<file path="src/logic/ldpc_enc_pkg.sv">
//------------------------------
// ldpc encoder package
// code dimensions, index types and the
// base-matrix shift table of the QC code
//------------------------------

`default_nettype none

package ldpc_enc_pkg;

  //------------------------------
  // code dimensions
  //------------------------------

  // information columns of the base matrix
  localparam int c_kb = 4;

  // parity rows, one parity word per row
  localparam int c_mb = 4;

  // words per codeword, systematic part first
  localparam int c_nb = c_kb + c_mb;

  // lifting size tracks the data width
  localparam int c_dat_w_default = 8;

  //------------------------------
  // index types
  //------------------------------

  typedef logic [1:0] col_idx_t;
  typedef logic [1:0] row_idx_t;
  typedef logic [2:0] word_idx_t;

  //------------------------------
  // base matrix
  //------------------------------

  // one entry of the A part
  // -1 means no circulant, otherwise a left rotation
  typedef logic signed [5:0] hb_shift_t;

  // rotations are applied modulo the lifting size,
  // so values above the data width just wrap around
  localparam hb_shift_t c_hb_tab [c_mb][c_kb] = '{
    '{  0,  5, -1, 12 },
    '{  3, -1,  7,  1 },
    '{ -1,  9,  2, 17 },
    '{  6, 14, 11, -1 }
  };

  // parity part is a plain dual diagonal:
  // identity on the main diagonal and one below it,
  // so p0 = s0 and pj = p(j-1) ^ sj

endpackage

`default_nettype wire

</file>
<file path="src/logic/ldpc_enc_acu.sv">
//------------------------------
// ldpc encoder A*u' accumulator
// keeps the systematic words and builds the
// row syndromes from rotated input words
//------------------------------

`timescale 1ns/1ps
`default_nettype none

module ldpc_enc_acu #(
  parameter int p_dat_w = ldpc_enc_pkg::c_dat_w_default
) (
  input  logic                                     iclk,
  input  logic                                     reset,
  input  logic                                     acu_clear,
  input  logic                                     acu_write,
  input  ldpc_enc_pkg::col_idx_t                   acu_col,
  input  logic [p_dat_w-1:0]                       irdat,
  input  ldpc_enc_pkg::word_idx_t                  word_idx,
  output logic [ldpc_enc_pkg::c_mb-1:0][p_dat_w-1:0] syndrome,
  output logic [p_dat_w-1:0]                       sys_dat
);

  import ldpc_enc_pkg::*;

  logic [p_dat_w-1:0] sys_mem [c_kb];

  // left rotation, shift taken modulo the lifting size
  function automatic logic [p_dat_w-1:0] rotl(
    input logic [p_dat_w-1:0] din,
    input int                 sh
  );
    logic [2*p_dat_w-1:0] dd;
    int                   s;
    s  = sh % p_dat_w;
    dd = {din, din} << s;
    return dd[2*p_dat_w-1 -: p_dat_w];
  endfunction

  //------------------------------
  // systematic store
  //------------------------------

  always_ff @(posedge iclk) begin
    if (acu_write) begin
      sys_mem[acu_col] <= irdat;
    end
  end

  // only indices below c_kb are systematic, writer muxes the rest
  assign sys_dat = sys_mem[col_idx_t'(word_idx)];

  //------------------------------
  // syndrome accumulation
  //------------------------------

  always_ff @(posedge iclk) begin
    if (reset || acu_clear) begin
      syndrome <= '0;
    end
    else if (acu_write) begin
      for (int r = 0; r < c_mb; r++) begin
        // empty circulant leaves the row untouched
        if (c_hb_tab[r][acu_col] != -1) begin
          syndrome[r] <= syndrome[r] ^ rotl(irdat, int'(c_hb_tab[r][acu_col]));
        end
      end
    end
  end

endmodule

`default_nettype wire

</file>
<file path="src/logic/ldpc_enc_ctrl.sv">
//------------------------------
// ldpc encoder controller
// phase sequencer for one frame, generates the
// source read addresses and both buffer handshakes
//------------------------------

`timescale 1ns/1ps
`default_nettype none

module ldpc_enc_ctrl #(
  parameter int p_tag_w   = 4,
  parameter int p_raddr_w = 8
) (
  input  logic                  iclk,
  input  logic                  reset,
  // source buffer
  input  logic                  irbuf_full,
  input  logic [p_tag_w-1:0]    irtag,
  output logic                  orempty,
  output logic [p_raddr_w-1:0]  oraddr,
  // sink buffer
  input  logic                  iwbuf_empty,
  // accumulator
  output logic                  acu_clear,
  output logic                  acu_write,
  output ldpc_enc_pkg::col_idx_t acu_col,
  // parity stage
  output logic                  par_start,
  input  logic                  par_done,
  // output writer
  output logic                  out_start,
  input  logic                  out_done,
  output logic [p_tag_w-1:0]    frame_tag
);

  import ldpc_enc_pkg::*;

  typedef enum logic [1:0] {
    ph_idle,
    ph_read,
    ph_parity,
    ph_write
  } phase_t;

  phase_t   phase;
  col_idx_t rd_cnt;
  logic     rd_last;
  logic     start;

  //------------------------------
  // frame start and handshakes
  //------------------------------

  // a frame only starts when the sink can take a whole codeword
  assign start = (phase == ph_idle) && irbuf_full && iwbuf_empty;

  assign oraddr = p_raddr_w'(rd_cnt);

  // last address issued, release source buffer and kick the parity rows
  assign orempty   = rd_last;
  assign par_start = rd_last;

  // writer starts in the same cycle as the last parity row
  assign out_start = (phase == ph_parity) && par_done;

  //------------------------------
  // phase FSM
  //------------------------------

  always_ff @(posedge iclk) begin
    if (reset) begin
      phase     <= ph_idle;
      rd_cnt    <= '0;
      rd_last   <= 1'b0;
      acu_clear <= 1'b0;
      acu_write <= 1'b0;
    end
    else begin
      acu_clear <= start;
      // source buffer answers one cycle after the address
      acu_write <= (phase == ph_read);
      rd_last   <= 1'b0;
      case (phase)
        ph_idle : begin
          if (start) begin
            phase <= ph_read;
          end
        end
        ph_read : begin
          // counter wraps back to zero on the last address
          rd_cnt <= rd_cnt + 1'b1;
          if (rd_cnt == col_idx_t'(c_kb - 1)) begin
            rd_last <= 1'b1;
            phase   <= ph_parity;
          end
        end
        ph_parity : begin
          if (par_done) begin
            phase <= ph_write;
          end
        end
        ph_write : begin
          if (out_done) begin
            phase <= ph_idle;
          end
        end
        default : begin
          phase <= ph_idle;
        end
      endcase
    end
  end

  // column follows the data with the same delay as acu_write
  always_ff @(posedge iclk) begin
    acu_col <= rd_cnt;
    if (start) begin
      frame_tag <= irtag;
    end
  end

  //------------------------------
  // checks
  //------------------------------

  // buffer release is a single cycle pulse per frame
  a_orempty_pulse : assert property (
    @(posedge iclk) disable iff (reset)
    orempty |=> !orempty
  ) else $error("orempty held for more than one cycle");

  // read address only moves while the frame is being read
  a_oraddr_read : assert property (
    @(posedge iclk) disable iff (reset)
    !$stable(oraddr) |-> $past(phase == ph_read)
  ) else $error("oraddr changed outside the read phase");

endmodule

`default_nettype wire

</file>
<file path="src/logic/ldpc_enc_engine.sv">
//------------------------------
// ldpc encoder engine
// reads a frame from the source buffer, encodes
// it and writes the codeword into the sink buffer
//------------------------------

`timescale 1ns/1ps
`default_nettype none

module ldpc_enc_engine #(
  parameter int p_dat_w   = ldpc_enc_pkg::c_dat_w_default,
  parameter int p_tag_w   = 4,
  parameter int p_raddr_w = 8,
  parameter int p_waddr_w = 8
) (
  input  logic                 iclk,
  input  logic                 reset,
  // source buffer
  input  logic                 irbuf_full,
  input  logic [p_tag_w-1:0]   irtag,
  input  logic [p_dat_w-1:0]   irdat,
  output logic                 orempty,
  output logic [p_raddr_w-1:0] oraddr,
  // sink buffer
  input  logic                 iwbuf_empty,
  output logic                 owrite,
  output logic                 owfull,
  output logic [p_waddr_w-1:0] owaddr,
  output logic [p_dat_w-1:0]   owdat,
  output logic [p_tag_w-1:0]   owtag
);

  import ldpc_enc_pkg::*;

  //------------------------------
  // internal nets
  //------------------------------

  logic                          acu_clear;
  logic                          acu_write;
  col_idx_t                      acu_col;
  logic                          par_start;
  logic                          par_done;
  logic                          out_start;
  logic                          out_done;
  logic [p_tag_w-1:0]            frame_tag;
  // syndromes from A*u' to the parity rows
  logic [c_mb-1:0][p_dat_w-1:0]  syndrome;
  // codeword read-back for the writer
  word_idx_t                     word_idx;
  logic [p_dat_w-1:0]            sys_dat;
  logic [p_dat_w-1:0]            par_dat;

  //------------------------------
  // stages
  //------------------------------

  ldpc_enc_ctrl #(
    .p_tag_w   (p_tag_w),
    .p_raddr_w (p_raddr_w)
  ) u_ctrl (
    .iclk        (iclk),
    .reset       (reset),
    .irbuf_full  (irbuf_full),
    .irtag       (irtag),
    .orempty     (orempty),
    .oraddr      (oraddr),
    .iwbuf_empty (iwbuf_empty),
    .acu_clear   (acu_clear),
    .acu_write   (acu_write),
    .acu_col     (acu_col),
    .par_start   (par_start),
    .par_done    (par_done),
    .out_start   (out_start),
    .out_done    (out_done),
    .frame_tag   (frame_tag)
  );

  ldpc_enc_acu #(
    .p_dat_w (p_dat_w)
  ) u_acu (
    .iclk      (iclk),
    .reset     (reset),
    .acu_clear (acu_clear),
    .acu_write (acu_write),
    .acu_col   (acu_col),
    .irdat     (irdat),
    .word_idx  (word_idx),
    .syndrome  (syndrome),
    .sys_dat   (sys_dat)
  );

  ldpc_enc_parity #(
    .p_dat_w (p_dat_w)
  ) u_parity (
    .iclk      (iclk),
    .reset     (reset),
    .par_start (par_start),
    .syndrome  (syndrome),
    .word_idx  (word_idx),
    .par_done  (par_done),
    .par_dat   (par_dat)
  );

  ldpc_enc_muxout #(
    .p_dat_w   (p_dat_w),
    .p_tag_w   (p_tag_w),
    .p_waddr_w (p_waddr_w)
  ) u_muxout (
    .iclk      (iclk),
    .reset     (reset),
    .out_start (out_start),
    .frame_tag (frame_tag),
    .sys_dat   (sys_dat),
    .par_dat   (par_dat),
    .word_idx  (word_idx),
    .out_done  (out_done),
    .owrite    (owrite),
    .owfull    (owfull),
    .owaddr    (owaddr),
    .owdat     (owdat),
    .owtag     (owtag)
  );

endmodule

`default_nettype wire

</file>
<file path="src/logic/ldpc_enc_muxout.sv">
//------------------------------
// ldpc encoder output writer
// walks the codeword and writes systematic then
// parity words into the sink buffer
//------------------------------

`timescale 1ns/1ps
`default_nettype none

module ldpc_enc_muxout #(
  parameter int p_dat_w   = ldpc_enc_pkg::c_dat_w_default,
  parameter int p_tag_w   = 4,
  parameter int p_waddr_w = 8
) (
  input  logic                    iclk,
  input  logic                    reset,
  input  logic                    out_start,
  input  logic [p_tag_w-1:0]      frame_tag,
  input  logic [p_dat_w-1:0]      sys_dat,
  input  logic [p_dat_w-1:0]      par_dat,
  output ldpc_enc_pkg::word_idx_t word_idx,
  output logic                    out_done,
  // sink buffer
  output logic                    owrite,
  output logic                    owfull,
  output logic [p_waddr_w-1:0]    owaddr,
  output logic [p_dat_w-1:0]      owdat,
  output logic [p_tag_w-1:0]      owtag
);

  import ldpc_enc_pkg::*;

  logic      busy;
  word_idx_t cnt;
  logic      cnt_last;

  assign word_idx = cnt;
  assign cnt_last = (cnt == word_idx_t'(c_nb - 1));

  //------------------------------
  // word counter and strobes
  //------------------------------

  always_ff @(posedge iclk) begin
    if (reset) begin
      busy   <= 1'b0;
      cnt    <= '0;
      owrite <= 1'b0;
      owfull <= 1'b0;
    end
    else begin
      owrite <= busy;
      owfull <= busy && cnt_last;
      if (out_start) begin
        busy <= 1'b1;
        cnt  <= '0;
      end
      else if (busy) begin
        cnt <= cnt + 1'b1;
        if (cnt_last) begin
          busy <= 1'b0;
        end
      end
    end
  end

  // frame done toward controller with the last write
  assign out_done = owfull;

  //------------------------------
  // payload
  //------------------------------

  always_ff @(posedge iclk) begin
    if (busy) begin
      owaddr <= p_waddr_w'(cnt);
      // systematic part first
      owdat  <= (cnt < word_idx_t'(c_kb)) ? sys_dat : par_dat;
      owtag  <= frame_tag;
    end
  end

  // sink closes a frame only on a real write
  a_owfull_write : assert property (
    @(posedge iclk) disable iff (reset)
    owfull |-> owrite
  ) else $error("owfull without owrite");

endmodule

`default_nettype wire

</file>
<file path="src/logic/ldpc_enc_parity.sv">
//------------------------------
// ldpc encoder parity stage
// dual-diagonal recursion, one parity word per cycle
//------------------------------

`timescale 1ns/1ps
`default_nettype none

module ldpc_enc_parity #(
  parameter int p_dat_w = ldpc_enc_pkg::c_dat_w_default
) (
  input  logic                                     iclk,
  input  logic                                     reset,
  input  logic                                     par_start,
  input  logic [ldpc_enc_pkg::c_mb-1:0][p_dat_w-1:0] syndrome,
  input  ldpc_enc_pkg::word_idx_t                  word_idx,
  output logic                                     par_done,
  output logic [p_dat_w-1:0]                       par_dat
);

  import ldpc_enc_pkg::*;

  logic               busy;
  row_idx_t           row;
  logic [p_dat_w-1:0] par_mem [c_mb];
  logic [p_dat_w-1:0] par_prev;
  word_idx_t          pidx;

  // row counter
  always_ff @(posedge iclk) begin
    if (reset) begin
      busy <= 1'b0;
      row  <= '0;
    end
    else if (par_start) begin
      busy <= 1'b1;
      row  <= '0;
    end
    else if (busy) begin
      row <= row + 1'b1;
      if (row == row_idx_t'(c_mb - 1)) begin
        busy <= 1'b0;
      end
    end
  end

  assign par_done = busy && (row == row_idx_t'(c_mb - 1));

  //------------------------------
  // recursion
  //------------------------------

  // first row has no previous parity word
  assign par_prev = (row == '0) ? '0 : par_mem[row - 1'b1];

  always_ff @(posedge iclk) begin
    if (busy) begin
      par_mem[row] <= par_prev ^ syndrome[row];
    end
  end

  // parity words follow the systematic ones in the codeword
  assign pidx    = word_idx - word_idx_t'(c_kb);
  assign par_dat = par_mem[row_idx_t'(pidx)];

  // controller must not restart rows mid-frame
  a_par_start_idle : assert property (
    @(posedge iclk) disable iff (reset)
    par_start |-> !busy
  ) else $error("par_start while parity rows still running");

endmodule

`default_nettype wire

</file>
<file path="config.mk">
export PLATFORM = sky130hd
export DESIGN_NAME = ldpc_enc_engine
export DESIGN_NICKNAME = d
export VERILOG_FILES = /design/src/logic/ldpc_enc_pkg.sv /design/src/logic/ldpc_enc_acu.sv /design/src/logic/ldpc_enc_ctrl.sv /design/src/logic/ldpc_enc_engine.sv /design/src/logic/ldpc_enc_muxout.sv /design/src/logic/ldpc_enc_parity.sv
export SDC_FILE = /design/constraint.sdc
export NUM_CORES = 1
export LEC_CHECK = 0
export BUFFER_PORTS_ARGS = -buffer_cell sky130_fd_sc_hd__buf_2
export CORE_MARGIN = 8
export CORE_UTILIZATION = 50
export CTS_CLUSTER_DIAMETER = 200
export DETAILED_ROUTE_END_ITERATION = 10
export PLACE_DENSITY = 0.75
export SLEW_MARGIN = 15
export SYNTH_ARGS = -nofsm -noshare
export SYNTH_HDL_FRONTEND = slang
export SYNTH_SLANG_ARGS = --single-unit
</file>
<file path="constraint.sdc">
create_clock -name iclk -period 3.01 [get_ports iclk]
set_input_delay 0.301 -clock iclk [delete_from_list [all_inputs] [get_ports iclk]]
set_output_delay 0.301 -clock iclk [all_outputs]
set_load 0.03 [all_outputs]
</file>
==> results.ini <==
[power_and_ir_drop]
vdd_drop_max_uv=363
p_clk_frac=0.401
internal-power_uw=3850
p_sw_uw=1380
swShare=0.264
pwr-share-comb=0.176
p_seq_frac=0.422
power_density_nw_per_um2=716
p_leak_uw=0.00249

[floorplan]
io_pins=47
die_w_um=130
core_area_sq_um=12700
die-area_sq_um=16900
start_util=0.513
die_y_um=130
row_count=41

[detailed_routing]
drtPass1Iterations=4
routed_wirelength_um=13100
drt_iter0_drc=282
wl_met3_um=723
wl_met2_um=6980
num_vias=3602
highest_layer=met4
drc_errors=0
ant_nets=0
wl_met1_um=5240
wl_per_cell_um=20.1
detail_route.vias_per_cell=5.52

[sta]
min_period_ns=2.36
setup_viol=0
rsz0062_at_grt=no
whs_ns=0.0685
fmax_ghz=0.424
hold_viol=0
min_period_over_period=0.783
timing.setup.tns_ns=0
finalWorstSetupSlack_ns=0.653
slew_headroom=0.375
maxSlewViolCount=0
tightest_slew_ns=0.936
skew_ns=0.0106

[synth]
synth_top_family_by_area=multiplexers
synthSimpleGateAreaFrac=0.0695
synth_seq_cells=135
synth_edf_count=83
synthAdderAreaFrac=0.0327
ys_seq_area_frac=0.544
syn_avg_cell_area_sq_um=14.7
synth_xor_area_frac=0.0580
async_reset_ff_frac=0
syn-cell-area_sq_um=6500
synth-compound-area-share=0.0239
synth_cell_types=35
yosysWarnings=0
yosysTopAreaCell=edfxtp_1
synth_area_leaders=edfxtp_1, mux4_2, dfxtp_1
synth.top_cell.area_share=0.384
synthMuxAreaShare=0.223
netlist_instances=443
synth-main-ff-cell=edfxtp_1

[critical_path]
regToRegSetupSlack_ns=0.65
cp.arrival_ns=2.63
endpoint_kind=flop
path_cells=inv_1 -> ha_1 -> mux4_2 -> a22oi_1 -> xor2_1 -> nor2_1
path_class=flop to flop
cpPeakStageDelay_ns=0.65
critPathMaxFanout=11
critPathSlowestCell=ha_1
cp.required_ns=3.28
start_kind=flop

[clocking]
h-tree-depth=4
cts_made_buffers=17
path_clk_slew_ns=0.06
post_cts_resized=0
cts_hold_buf=0
cts_setup_buffers=0
clock_latency_ns=0.41
cts-root-buf=clkbuf_16
cts_tree=done
numClockSinks=135
clock_path_buffers=2

[place]
dp_slack_ns=0.691
portBuffers=35
hpwlAfterDp_um=8830
gp_congestion=0.784
place_area_sq_um=6700

[global_route]
grt_pass1_wl_um=20800
grt_use_total=0.166
antenna_found_initial=0
overflow=0
grt_max_degree=33
grt_pass1_vias=3779

[finish]
antennaDiodeCount=0
nets=501
fillers=1016
final_area_sq_um=7300
drive_gt1_frac=0.293
layout_common_cells=edfxtp_1, mux4_2, dfxtp_1
areaGrowthSynthToFinish_pct=12.4
layout_commonest_cell=edfxtp_1

[flow_run]
drv_cap=0

[status]
status=finished clean

[hold_path]
hp-class=input pin to flop

cell families (layout without fill, tap and decap cells):
| kind of cell | after synthesis | count (layout) |
|---|---|---|
| muxes | 77 | 77 |
| and+or+nand+nor | 94 | 94 |
| buffers and inverters | 55 | 83 |
| DFF | 135 | 135 |
| adders and majority gates | 17 | 17 |
| AOI/OAI and AO/OA | 21 | 21 |
| other | 1 | 11 |
| xor gates and xnor gates | 43 | 43 |
power by group through the flow:
stage	logic (uW)	clock network (uW)	registers, uW
detailed placement	918	0	2250
finish	921	2100	2210
global route	1020	2200	2220
global placement	891	0	2240
CTS	928	2120	2210
floorplan	794	0	2220
worst max-delay path: cells and delay by family, from the launching register on:
| family | cells | cell delay (ns) |
|---|---|---|
| fa+ha+maj | 1 | 0.65 |
| flops | 1 | 0.36 |
| compound gates | 1 | 0.28 |
| simple gates | 1 | 0.06 |
| buf+inv | 1 | 0.09 |
| mux | 1 | 0.59 |
| xor+xnor | 1 | 0.18 |
cell usage after synthesis, drive strengths merged, types with 2 or more instances:
| library cell | count |
|---|---|
| a21oi | 2 |
| a22oi | 4 |
| a32oi | 4 |
| and2 | 9 |
| buf | 28 |
| clkbuf | 18 |
| dfxtp | 52 |
| edfxtp | 83 |
| ha | 17 |
| inv | 9 |
| mux2 | 11 |
| mux2i | 13 |
| mux4 | 53 |
| nand2 | 18 |
| nand2b | 10 |
| nor2 | 42 |
| nor2b | 7 |
| nor3 | 2 |
| o22ai | 8 |
| xnor2 | 19 |
| xor2 | 24 |
sequential cells by signal, indices dropped and copies added (netlist names), named ones only:
name and cells:
u_ctrl.acu_col 2, u_muxout.owtag 4, u_ctrl.frame_tag 4, u_ctrl.rd_cnt 2
u_muxout.out_done 1, u_muxout.owrite 1, u_acu.syndrome 32, u_acu.sys_mem 32
u_muxout.busy 1, u_ctrl.acu_clear 1, u_ctrl.orempty 1, u_ctrl.phase 2
u_parity.par_mem 32, u_muxout.word_idx 3, u_muxout.owaddr 3, u_ctrl.acu_write 1
u_parity.row 2, u_parity.busy 1, u_muxout.owdat 8
layout make-up:
class	count	area, sq um	share of cell area
Clock inverter	13	141	0.0194
Clock buffer	19	464	0.0636
Multi-Input combinational cell	263	2690	0.368
Timing Repair Buffer	42	228	0.0312
Sequential cell	135	3530	0.484
Tap cell	172	215	0.0295
Inverter	9	33.8	0.00463
metal layers:
metal | vias up | track usage
li1 | 1670 | -
met1 | 1821 | 0.195
met2 | 97 | 0.288
met3 | 14 | 0.0441
met4 | 0 | 0.0615
met5 | - | 0
worst paths after layout:
check                   endpoint              start  cells after the start
max            u_acu.syndrome[1]  u_ctrl.acu_col[0]                      6
min          u_ctrl.frame_tag[3]           irtag[3]                      1
max reg2reg    u_acu.syndrome[1]  u_ctrl.acu_col[0]                      6
min reg2reg    u_ctrl.acu_col[1]   u_ctrl.rd_cnt[1]                      0
stage by stage:
step / power, uW / instances / util
floorplan: 3020 / 453 / -
global placement: 3130 / 621 / 0.528
detailed placement: 3160 / 621 / 0.528
CTS: 5250 / 653 / 0.576
global route: 5440 / 653 / 0.576
finish: 5230 / 653 / 0.576
Power figures use the tool's default switching activity.
